--- src/hdl/mecobo_pkg.sv ---
// shared sizes, command words and sample records for the board controller
`default_nettype none

package mecobo_pkg;

  // number of waveform pins
  localparam int NUM_PINS = 16;
  // command queue entries
  localparam int FIFO_DEPTH = 8;
  // result queue entries
  localparam int RES_DEPTH = 4;

  // free running global time
  typedef logic [31:0] time_t;

  // command kind, value 3 never valid
  typedef enum logic [1:0] {
    KIND_PIN          = 2'd0,
    KIND_TIME_RESTART = 2'd1,
    KIND_SAMPLE       = 2'd2
  } cmd_kind_e;

  // register select inside one pin controller
  typedef enum logic [1:0] {
    REG_MODE   = 2'd0,
    REG_PERIOD = 2'd1,
    REG_DUTY   = 2'd2
  } pin_reg_e;

  // waveform generated on a pin
  typedef enum logic [1:0] {
    WAVE_LOW    = 2'd0,
    WAVE_HIGH   = 2'd1,
    WAVE_SQUARE = 2'd2,
    WAVE_PWM    = 2'd3
  } wave_mode_e;

  // body of a pin register write
  typedef struct packed {
    logic [1:0]  kind;
    logic [3:0]  pin;
    pin_reg_e    reg_sel;
    logic [7:0]  pad;
    logic [15:0] value;
  } pin_cmd_t;

  // body of restart and sample, only the kind matters
  typedef struct packed {
    logic [1:0]  kind;
    logic [29:0] reserved;
  } ctrl_cmd_t;

  // same 32 bits, kind on top in both views
  typedef union packed {
    pin_cmd_t  pin;
    ctrl_cmd_t ctrl;
  } cmd_body_u;

  // full 64-bit host command, start time in the upper word
  typedef struct packed {
    time_t     start;
    cmd_body_u body;
  } sched_cmd_t;

  // broadcast register write to the pin controllers
  typedef struct packed {
    logic [3:0]  pin;
    pin_reg_e    reg_sel;
    logic [15:0] value;
  } pin_write_t;

  // captured time and pin levels
  typedef struct packed {
    time_t                stamp;
    logic [NUM_PINS-1:0]  levels;
  } sample_rec_t;

endpackage

`default_nettype wire

--- src/hdl/host_cmd_decode.sv ---
// host command port, four-phase handshake and kind check before queueing
`timescale 1ns/10ps
`default_nettype none

module host_cmd_decode (
  input  wire                     sys_clk,
  input  wire                     global_clock_reset,
  input  wire                     cmd_req,
  input  wire mecobo_pkg::sched_cmd_t cmd,
  output logic                    cmd_ack,
  output logic                    bad_cmd,
  input  wire                     fifo_full,
  output logic                    push,
  output mecobo_pkg::sched_cmd_t  push_data
);

  import mecobo_pkg::*;

  logic accept;
  logic legal;

  // kind read through the control view of the body
  assign legal = cmd.body.ctrl.kind inside {KIND_PIN, KIND_TIME_RESTART, KIND_SAMPLE};

  // fresh request, not yet acked
  // full queue holds the ack back
  assign accept = cmd_req && !cmd_ack && !fifo_full;

  // one push per handshake, illegal kinds dropped
  assign push      = accept && legal;
  assign push_data = cmd;

  always_ff @(posedge sys_clk) begin
    if (global_clock_reset) begin
      cmd_ack <= 1'b0;
      bad_cmd <= 1'b0;
    end else begin
      // raise on accept, drop once the host lets go
      if (accept) begin
        cmd_ack <= 1'b1;
      end else if (!cmd_req) begin
        cmd_ack <= 1'b0;
      end
      // sticky flag
      if (accept && !legal) begin
        bad_cmd <= 1'b1;
      end
    end
  end

  // host must hold the command until it sees the ack
  a_cmd_stable : assert property (
    @(posedge sys_clk) disable iff (global_clock_reset)
    (cmd_req && !cmd_ack) |=> (cmd_ack || !cmd_req || $stable(cmd))
  ) else $error("cmd changed while cmd_req pending");

endmodule

`default_nettype wire

--- src/hdl/cmd_fifo.sv ---
// command queue between the host decode and the scheduler
`timescale 1ns/10ps
`default_nettype none

module cmd_fifo (
  input  wire                     sys_clk,
  input  wire                     global_clock_reset,
  input  wire                     push,
  input  wire mecobo_pkg::sched_cmd_t push_data,
  input  wire                     pop,
  output mecobo_pkg::sched_cmd_t  head,
  output logic                    full,
  output logic                    empty
);

  import mecobo_pkg::*;

  // storage, no reset needed
  sched_cmd_t mem [FIFO_DEPTH];

  // pointers wrap on their own, depth is a power of two
  logic [$clog2(FIFO_DEPTH)-1:0]   rd_ptr;
  logic [$clog2(FIFO_DEPTH)-1:0]   wr_ptr;
  logic [$clog2(FIFO_DEPTH+1)-1:0] count;

  assign head  = mem[rd_ptr];
  assign full  = (count == FIFO_DEPTH);
  assign empty = (count == 0);

  always_ff @(posedge sys_clk) begin
    if (push) begin
      mem[wr_ptr] <= push_data;
    end
  end

  always_ff @(posedge sys_clk) begin
    if (global_clock_reset) begin
      rd_ptr <= '0;
      wr_ptr <= '0;
      count  <= '0;
    end else begin
      if (push) wr_ptr <= wr_ptr + 1'b1;
      if (pop)  rd_ptr <= rd_ptr + 1'b1;
      // occupancy, simultaneous push and pop cancel
      if (push && !pop) count <= count + 1'b1;
      else if (pop && !push) count <= count - 1'b1;
    end
  end

  a_no_overflow : assert property (
    @(posedge sys_clk) disable iff (global_clock_reset) push |-> !full
  ) else $error("push into full command fifo");

  a_no_underflow : assert property (
    @(posedge sys_clk) disable iff (global_clock_reset) pop |-> !empty
  ) else $error("pop from empty command fifo");

endmodule

`default_nettype wire

--- src/hdl/sched_execute.sv ---
// global time counter and scheduler that dispatches queued commands on time
`timescale 1ns/10ps
`default_nettype none

module sched_execute (
  input  wire                          sys_clk,
  input  wire                          global_clock_reset,
  input  wire mecobo_pkg::sched_cmd_t  head,
  input  wire                          empty,
  output logic                         pop,
  output logic                         pin_wr,
  output mecobo_pkg::pin_write_t       pin_wr_data,
  input  wire [mecobo_pkg::NUM_PINS-1:0] pins,
  input  wire                          rec_full,
  output logic                         rec_push,
  output mecobo_pkg::sample_rec_t      rec_data
);

  import mecobo_pkg::*;

  time_t now;
  logic  due;
  logic  is_pin;
  logic  is_restart;
  logic  is_sample;

  // head is due once its start time is reached or passed
  assign due = !empty && (head.start <= now);

  // kind decode through the control view
  assign is_pin     = (head.body.ctrl.kind == KIND_PIN);
  assign is_restart = (head.body.ctrl.kind == KIND_TIME_RESTART);
  assign is_sample  = (head.body.ctrl.kind == KIND_SAMPLE);

  // sample stalls while the result queue is full
  // everything behind it waits too
  assign pop = due && !(is_sample && rec_full);

  // capture this cycle's time and levels
  assign rec_push = pop && is_sample;
  assign rec_data = '{stamp: now, levels: pins};

  // global time, restart reads zero next cycle
  always_ff @(posedge sys_clk) begin
    if (global_clock_reset) begin
      now <= '0;
    end else if (pop && is_restart) begin
      now <= '0;
    end else begin
      now <= now + 1'b1;
    end
  end

  // pin write strobe, one cycle after execution
  always_ff @(posedge sys_clk) begin
    if (global_clock_reset) begin
      pin_wr <= 1'b0;
    end else begin
      pin_wr <= pop && is_pin;
    end
  end

  // payload through the pin view of the body
  always_ff @(posedge sys_clk) begin
    if (pop && is_pin) begin
      pin_wr_data <= '{pin:     head.body.pin.pin,
                       reg_sel: head.body.pin.reg_sel,
                       value:   head.body.pin.value};
    end
  end

  // decode must have filtered kind 3 upstream
  a_legal_kind : assert property (
    @(posedge sys_clk) disable iff (global_clock_reset)
    pop |-> (head.body.ctrl.kind inside {KIND_PIN, KIND_TIME_RESTART, KIND_SAMPLE})
  ) else $error("illegal command kind reached scheduler");

endmodule

`default_nettype wire

--- src/hdl/pin_ctrl.sv ---
// one waveform pin, mode period and duty registers driving a phase counter
`timescale 1ns/10ps
`default_nettype none

module pin_ctrl #(
  parameter logic [3:0] POSITION = 4'd0
) (
  input  wire                         sys_clk,
  input  wire                         global_clock_reset,
  input  wire                         pin_wr,
  input  wire mecobo_pkg::pin_write_t pin_wr_data,
  output logic                        pin
);

  import mecobo_pkg::*;

  wave_mode_e  mode;
  logic [15:0] period;
  logic [15:0] duty;
  logic [15:0] phase;
  logic        sel;
  logic        restart;
  logic        level;

  // broadcast write, only our own index counts
  assign sel = pin_wr && (pin_wr_data.pin == POSITION);

  // mode or period change restarts the phase
  assign restart = sel && (pin_wr_data.reg_sel inside {REG_MODE, REG_PERIOD});

  // register file
  always_ff @(posedge sys_clk) begin
    if (global_clock_reset) begin
      mode   <= WAVE_LOW;
      period <= '0;
      duty   <= '0;
    end else if (sel) begin
      case (pin_wr_data.reg_sel)
        REG_MODE:   mode   <= wave_mode_e'(pin_wr_data.value[1:0]);
        REG_PERIOD: period <= pin_wr_data.value;
        REG_DUTY:   duty   <= pin_wr_data.value;
        default:    ;
      endcase
    end
  end

  // phase counter, wraps at period - 1
  // zero period parks it at 0
  always_ff @(posedge sys_clk) begin
    if (global_clock_reset) begin
      phase <= '0;
    end else if (restart || period == 16'd0) begin
      phase <= '0;
    end else if (phase >= period - 16'd1) begin
      phase <= '0;
    end else begin
      phase <= phase + 16'd1;
    end
  end

  // level from current phase
  always_comb begin
    case (mode)
      WAVE_HIGH:   level = 1'b1;
      // high for the first half, integer halving
      WAVE_SQUARE: level = (phase < (period >> 1));
      WAVE_PWM:    level = (phase < duty);
      default:     level = 1'b0;
    endcase
  end

  // registered output
  always_ff @(posedge sys_clk) begin
    if (global_clock_reset) begin
      pin <= 1'b0;
    end else begin
      pin <= level;
    end
  end

endmodule

`default_nettype wire

--- src/hdl/sample_result.sv ---
// result queue and host result port with four-phase handshake
`timescale 1ns/10ps
`default_nettype none

module sample_result (
  input  wire                          sys_clk,
  input  wire                          global_clock_reset,
  input  wire                          rec_push,
  input  wire mecobo_pkg::sample_rec_t rec_data,
  output logic                         rec_full,
  output logic                         res_req,
  output mecobo_pkg::sample_rec_t      res,
  input  wire                          res_ack
);

  import mecobo_pkg::*;

  // idle, request out, waiting for ack to drop
  typedef enum logic [1:0] {RS_IDLE, RS_REQ, RS_DROP} res_state_e;

  res_state_e state;
  sample_rec_t mem [RES_DEPTH];
  logic [$clog2(RES_DEPTH)-1:0]   rd_ptr;
  logic [$clog2(RES_DEPTH)-1:0]   wr_ptr;
  logic [$clog2(RES_DEPTH+1)-1:0] count;
  logic discard;

  assign rec_full = (count == RES_DEPTH);
  assign res_req  = (state == RS_REQ);
  // record leaves the queue when the ack is seen
  assign discard  = (state == RS_REQ) && res_ack;

  always_ff @(posedge sys_clk) begin
    if (rec_push) mem[wr_ptr] <= rec_data;
    // oldest record latched as the request goes up
    if (state == RS_IDLE && count != 0) res <= mem[rd_ptr];
  end

  always_ff @(posedge sys_clk) begin
    if (global_clock_reset) begin
      state  <= RS_IDLE;
      rd_ptr <= '0;
      wr_ptr <= '0;
      count  <= '0;
    end else begin
      case (state)
        RS_IDLE: if (count != 0) state <= RS_REQ;
        RS_REQ:  if (res_ack) state <= RS_DROP;
        default: if (!res_ack) state <= RS_IDLE;
      endcase
      if (rec_push) wr_ptr <= wr_ptr + 1'b1;
      if (discard)  rd_ptr <= rd_ptr + 1'b1;
      if (rec_push && !discard) count <= count + 1'b1;
      else if (discard && !rec_push) count <= count - 1'b1;
    end
  end

  // offered record stays put and still matches the queued oldest entry
  a_res_stable : assert property (
    @(posedge sys_clk) disable iff (global_clock_reset)
    res_req |=> (!res_req || ($stable(res) && res == mem[rd_ptr]))
  ) else $error("res changed or lost its queued record while res_req high");

endmodule

`default_nettype wire

--- src/hdl/mecobo_core.sv ---
// command path top, decode into queue, scheduler, pin controllers and results
`timescale 1ns/10ps
`default_nettype none

module mecobo_core (
  input  wire                            sys_clk,
  input  wire                            global_clock_reset,
  input  wire                            cmd_req,
  input  wire mecobo_pkg::sched_cmd_t    cmd,
  output wire                            cmd_ack,
  output wire                            bad_cmd,
  output wire                            res_req,
  output mecobo_pkg::sample_rec_t        res,
  input  wire                            res_ack,
  output wire [mecobo_pkg::NUM_PINS-1:0] pins
);

  import mecobo_pkg::*;

  // decode to queue
  logic       push;
  sched_cmd_t push_data;
  logic       fifo_full;
  // queue to scheduler
  sched_cmd_t head;
  logic       empty;
  logic       pop;
  // scheduler to pins
  logic       pin_wr;
  pin_write_t pin_wr_data;
  // scheduler to results
  logic        rec_push;
  sample_rec_t rec_data;
  logic        rec_full;

  host_cmd_decode decode_i (
    .sys_clk, .global_clock_reset, .cmd_req, .cmd, .cmd_ack, .bad_cmd,
    .fifo_full, .push, .push_data
  );

  cmd_fifo fifo_i (
    .sys_clk, .global_clock_reset, .push, .push_data, .pop, .head,
    .full(fifo_full), .empty
  );

  sched_execute sched_i (
    .sys_clk, .global_clock_reset, .head, .empty, .pop, .pin_wr,
    .pin_wr_data, .pins, .rec_full, .rec_push, .rec_data
  );

  // one controller per pin, write broadcast to all
  for (genvar i = 0; i < NUM_PINS; i++) begin : g_pin
    pin_ctrl #(.POSITION(4'(i))) pin_i (
      .sys_clk, .global_clock_reset, .pin_wr, .pin_wr_data, .pin(pins[i])
    );
  end

  sample_result result_i (
    .sys_clk, .global_clock_reset, .rec_push, .rec_data, .rec_full,
    .res_req, .res, .res_ack
  );

endmodule

`default_nettype wire

--- config.mk ---
export PLATFORM = sky130hd
export DESIGN_NAME = mecobo_core
export DESIGN_NICKNAME = d
export VERILOG_FILES = /design/src/hdl/mecobo_pkg.sv /design/src/hdl/host_cmd_decode.sv /design/src/hdl/cmd_fifo.sv /design/src/hdl/sched_execute.sv /design/src/hdl/pin_ctrl.sv /design/src/hdl/sample_result.sv /design/src/hdl/mecobo_core.sv
export SDC_FILE = /design/constraint.sdc
export NUM_CORES = 2
export LEC_CHECK = 0
export BUFFER_PORTS_ARGS = -buffer_cell sky130_fd_sc_hd__buf_2
export CAP_MARGIN = 15
export CORE_MARGIN = 3
export CORE_UTILIZATION = 60
export CTS_CLUSTER_SIZE = 16
export DETAILED_ROUTE_END_ITERATION = 8
export GPL_ROUTABILITY_DRIVEN = 0
export GPL_TIMING_DRIVEN = 1
export PLACE_DENSITY_LB_ADDON = 0.25
export SETUP_SLACK_MARGIN = 0.02
export SLEW_MARGIN = 30
export SYNTH_ARGS = -nofsm -noshare
export SYNTH_HDL_FRONTEND = slang
export SYNTH_SLANG_ARGS = --single-unit
export TNS_END_PERCENT = 100
--- constraint.sdc ---
create_clock -name sys_clk -period 16 [get_ports sys_clk]
set_clock_uncertainty 0.15 [all_clocks]
set_input_delay 2.4 -clock sys_clk [delete_from_list [all_inputs] [get_ports sys_clk]]
set_output_delay 2.4 -clock sys_clk [all_outputs]
set_load 0.01 [all_outputs]
### Word-level counts from Yosys, hierarchy flattened

Memory sizes are Yosys's and may differ from the RTL's. A register that Yosys moved wholly into a read port is not among the register bits.
Index checks and enable logic that the tools add are counted.

| word-level totals | value |
|---|---|
| register bits after elaboration | 892 |
| bits in writable memories | 704 |
| bits of input ports | 68 |
| output and inout bits | 67 |
| logic and storage cells | 460 |
| memories kept | 2 |

| cells by class | value |
|---|---|
| add/sub/neg operators | 41 |
| $lt $le $gt $ge | 49 |
| eq/ne operators | 76 |
| multiplexer cells | 32 |
| reductions and logical operators | 166 |

Memories:

| memory | words | bits a word | read ports | clocked after memory_dff | write ports | line | source |
|---|---|---|---|---|---|---|---|
| fifo_i.mem | 8 | 64 | 1 | 1 | 1 | cmd_fifo.sv:19 | `sched_cmd_t mem [FIFO_DEPTH];` |
| result_i.mem | 4 | 48 | 1 | 1 | 1 | sample_result.sv:22 | `sample_rec_t mem [RES_DEPTH];` |

Operator list:

| kind | number |
|---|---|
| $add 16x1->16 const B | 16 |
| $ge 16x16->1 | 16 |
| $logic_not 16->1 | 16 |
| $lt 16x15->1 | 16 |
| $lt 16x16->1 | 16 |
| $sub 16x1->16 const B | 16 |
| $reduce_and 2->1 | 48 |
| $eq 2x2->1 const B | 35 |
| $logic_and 1x1->1 | 48 |
| $pmux 1 s3 | 16 |
| $reduce_or 3->1 | 16 |
| $eq 2x1->1 const B | 20 |
| $eq 4x4->1 const B | 9 |
| $add 32x1->32 const B | 1 |
| $le 32x32->1 | 1 |
| $eq 4x3->1 const B | 4 |
| $logic_or 1x1->1 | 16 |
| $mux 3 | 4 |
| $add 3x1->3 const B | 3 |
| $logic_not 1->1 | 9 |
| $eq 4x2->1 const B | 2 |
| $logic_not 2->1 | 4 |
| $logic_not 4->1 | 2 |
| $mux 4 | 2 |
| other kinds (16) | 28 |

### Logic depth before layout (Yosys ltp)

| depth | value |
|---|---|
| depth in word-level cells | 9 |
| gate-level depth with buffers | 23 |
| depth with buffers taken out | 18 |

### By module

Synthesis repeated with hierarchy kept, for this count alone.

| second synthesis, totals | value |
|---|---|
| cell total of the unflattened synthesis | 7578 |
| area, all modules | 85509.5 µm² |

Modules (own cells, without submodules):

| module | instances | cells an instance | area each (µm²) | sequential area each (µm²) |
|---|---|---|---|---|
| cmd_fifo | 1 | 808 | 19822.8 | 15635.0 |
| pin_ctrl at g_pin[5].pin_i ... | 3 | 371 | 3273.1 | 1021.0 |
| sample_result | 1 | 349 | 8902.3 | 7387.1 |
| pin_ctrl at g_pin[11].pin_i ... | 2 | 392 | 3367.0 | 1021.0 |
| pin_ctrl at g_pin[1].pin_i ... | 2 | 366 | 3354.5 | 1021.0 |
| pin_ctrl at g_pin[13].pin_i ... | 2 | 393 | 3319.4 | 1021.0 |
| pin_ctrl at g_pin[4].pin_i ... | 2 | 371 | 3279.4 | 1021.0 |
| pin_ctrl at g_pin[15].pin_i | 1 | 391 | 3432.0 | 1021.0 |
| pin_ctrl at g_pin[10].pin_i | 1 | 366 | 3405.8 | 1021.0 |
| pin_ctrl at g_pin[3].pin_i | 1 | 387 | 3355.7 | 1021.0 |
| pin_ctrl at g_pin[0].pin_i | 1 | 369 | 3279.4 | 1021.0 |
| pin_ctrl at g_pin[12].pin_i | 1 | 370 | 3274.4 | 1021.0 |
| sched_execute | 1 | 308 | 3009.1 | 1321.3 |
| host_cmd_decode | 1 | 73 | 568.0 | 40.0 |

### Worst setup path before layout

No wires, ideal clock.

| path | value |
|---|---|
| path type | input to register |
| from | in cmd_req |
| to | mem fifo_i.mem[0][0] (netlist name), enable pin |
| library setup time | 0.608 ns |
| arrival time | 7.996 ns |
| required time | 15.242 ns |
| setup slack | 7.246 ns |
| cell stages on the path | 3 |
| buffers on the path | 0 |
| cell sequence | and3b_1 nand2_1 nor4_1 |

| on the way | value |
|---|---|
| cells in the longest elaborated chain, start to end | 5 |

Ends and longest elaborated chain:

| element | line | source |
|---|---|---|
| from (decl) | mecobo_core.sv:8 | `input wire cmd_req,` |
| $logic_and 1x1->1 (2 in a row) | host_cmd_decode.sv:27 | `assign accept = cmd_req && !cmd_ack && !fifo_full;` |
| $logic_and 1x1->1 | host_cmd_decode.sv:30 | `assign push = accept && legal;` |
| $mux 1 | cmd_fifo.sv:31 | `if (push) begin` |
| $mux 1 (not written as such) | cmd_fifo.sv:32 | `mem[wr_ptr] <= push_data;` |
| to (decl) | cmd_fifo.sv:19 |  |

Every way passes these cells.

==> flow_summary.yaml <==
outcome:
  status: "finished clean"
routing:
  drc: 0
  viasPerCell: 5.913
  drt_first_pass_iters: 5
  drt_iter0_markers: 5017
  via_count: 57160
  antenna_left: 0
  avgRoutedWirePerCell_um: 20.03
  drt-total-wl_um: 193600
setup_path:
  start_kind: "register"
  regToRegSetupSlack_ns: 9.51
  critPathArrivalTime_ns: 7.04
  crit_required_ns: 16.55
  crit_buf_inv: 3
  path_cells: "buf_4 > mux4_2 > mux2_2 > ha_1 > nand4_1 > nor4_1 > nand3_1 > o21ai_2 > and3_1 > inv_2 > ha_1 > inv_1 > ha_1 > a21o_1 > a21oi_1 > xnor2_1 > or3_1 > a21oi_1"
  slowest_delay_ns: 0.90
  crit_path_max_fanout: 60
  critical_path.top_delay_family: "simple AND/OR/NAND/NOR gates"
  crit_slowest_cell: "dfxtp_4"
  cp_common_cell: "ha_1"
  path_class: "register to register"
  end_kind: "register"
floorplan:
  rows: 133
  die_area_mm2: 0.1382
  fp.dieH_um: 371.7
  core_area_mm2: 0.1321
  pin_count: 135
  start_util_pct: 60.74
  fp.dieW_um: 371.7
cts:
  cts_setup_buffers: 0
  cts_root_buf: "clkbuf_16"
  cts_buffers: 166
  clk_path_buf_depth: 3
  cts_tree: "built"
  cts_max_level: 4
  hold_buffers: 0
  cts-resized-gates: 0
  clkTransAtPathRegs_ns: 0.06
  worst_skew_pair.late_latency_ns: 0.79
  cts.sinks: 1583
finish:
  final_cells: 9666
  drive_gt1_share_pct: 9.430
  stdcell_area_mm2: 0.08838
  fin_nets: 8628
  area_growth_pct: 10.12
placed_design:
  place_inst: 9348
  place_area_mm2: 0.08246
  dp_hpwl_um: 121500
  portBuffers: 126
grt:
  grt_pass1_vias: 56670
  antenna_found_initial: 17
  gr-total-overflow: 0
  grt_pass1_wl_um: 308000
  grt_start_max_net_pins: 207
  grt_util_all_layers_pct: 28.05
sta:
  maxSlewViolCount: 0
  worst_pin_slew_ns: 1.009
  finalHoldViolCount: 0
  holdWs_ns: 0.3034
  slew_headroom_pct: 32.74
  tns_ns: 0
  fmax_mhz: 154.0
  period_needed_ns: 6.493
  period_share_pct: 40.58
  setup_viol: 0
  rsz0062_at_grt: "false"
synthesis:
  yosysSeqAreaShare_pct: 48.34
  synthArstFlopShare_pct: 0
  synth_area_mm2: 0.08026
  synth_top_cell_area_share_pct: 26.57
  synth_most_common_cell: "nand2_1"
  synth_flop_cell: "dfxtp_1"
  synth_edf_count: 710
  syn_avg_cell_area_um2: 10.42
  yosys-top-cells-area: "edfxtp_1 27%, dfxtp_1 22%, ha_1 12%"
  ys_ff_latch: 1583
  syn_inst: 7701
  syn_nets: 8566
  yosysTopAreaCell: "edfxtp_1"
  synth.distinct_cells: 71
  yosys-top-cells-count: "899 x nand2_1, 873 x dfxtp_1, 795 x ha_1, 710 x edfxtp_1, 641 x nor2_1"
  yosys_warnings: 0
power_and_ir_drop:
  p_leak_nw: 34.22
  ir_worst_vdd_mv: 0.09929
  p_per_area_mw_per_mm2: 106.6
run:
  max_cap_violations: 0
min_path:
  min_path_type: "register to register"
  holdCritStartpoint: "g_pin[8].pin_i.duty[12]"
-- final timing paths --
check / to / cells after the start
worst min register to register: g_pin[8].pin_i.duty[12] / 2
worst max register to register: fifo_i.count[3] / 18
worst max-delay path: fifo_i.count[3] / 18
worst min-delay path: g_pin[8].pin_i.duty[12] / 2
-- metal layers --
metal / part of all wire (%) / track usage (%) / vias to the layer above
li1: - / - / 27290
met5: 0.013 / 0 / -
met4: 3.8 / 10.85 / 4
met2: 48 / 46.43 / 1785
met3: 6.4 / 4.311 / 449
met1: 42 / 37.21 / 27630
-- sequential cells by signal, indices dropped and copies added (netlist names), named ones only --
register / count
decode_i.bad_cmd: 1
result_i.state: 2
sched_i.pin_wr: 1
fifo_i.wr_ptr: 3
sched_i.now: 32
fifo_i.count: 4
g_pin.pin_i.mode: 32
result_i.wr_ptr: 2
result_i.res: 48
sched_i.pin_wr_data: 22
g_pin.pin_i.phase: 256
g_pin.pin_i.duty: 256
result_i.rd_ptr: 2
g_pin.pin_i.period: 256
fifo_i.rd_ptr: 3
fifo_i.mem: 448
g_pin.pin_i.pin: 16
decode_i.cmd_ack: 1
result_i.count: 3
result_i.mem: 192
-- logic make-up (layout without fill, tap and decap cells) --
logic type,Yosys count,count (layout),synth area share [%]
compound gates,1131,1131,8.333
flops,1583,1583,48.34
xor+xnor,479,479,5.227
buf+inv,904,1103,4.448
other cells,0,11,0
mux,369,369,7.220
simple gates,2438,2438,13.99
fa+ha+maj,797,797,12.44
-- stage by stage --
step / power [mW] / setup WS (ns) / utilization, %
2_1_floorplan: 5.098 / 7.246 / -
3_3_place_gp: 5.414 / 9.688 / 62.34
3_5_place_dp: 5.441 / 9.575 / 62.41
4_1_cts: 9.484 / 9.390 / 66.81
5_1_grt: 9.704 / 9.214 / 66.89
6_report: 9.424 / 9.507 / 66.89
-- worst reg2reg max path, stage by stage (launching register included) --
cell and delay [ns]:
dfxtp_4 0.90, buf_4 0.85, mux4_2 0.44, mux2_2 0.30
ha_1 0.33, nand4_1 0.18, nor4_1 0.86, nand3_1 0.20
o21ai_2 0.17, and3_1 0.39, inv_2 0.10, ha_1 0.21
inv_1 0.11, ha_1 0.24, a21o_1 0.19, a21oi_1 0.20
xnor2_1 0.11, or3_1 0.32, a21oi_1 0.14
-- cell type report --
type,instances,area [um2]
tap,1755,2196
antenna,11,27.53
multi-input combinational,5214,38070
inverter,613,2301
clock inverter,85,1255
fill,9799,43750
timing repair buffer,185,1164
sequential,1583,38810
clock buffer,220,4558
-- report_power, final --
part,switching [mW],total (mW),internal [mW]
clock,1.65,4.05,2.40
combinational,0.558,0.890,0.332
sequential,0.0849,4.48,4.40
total,2.29,9.42,7.13
-- cells in the final DEF (no fill, tap or decap), types with 167 or more instances in the layout --
cell type / Yosys / final
nand2_1: 899 / 899
a21oi_1: 592 / 592
inv_1: 612 / 612
dfxtp_1: 873 / 868
edfxtp_1: 710 / 710
nand3_1: 291 / 286
xnor2_1: 347 / 347
nor2_1: 641 / 628
clkbuf_16: 0 / 167
a21o_1: 221 / 221
ha_1: 795 / 795
(Power assumes the default switching activity.)
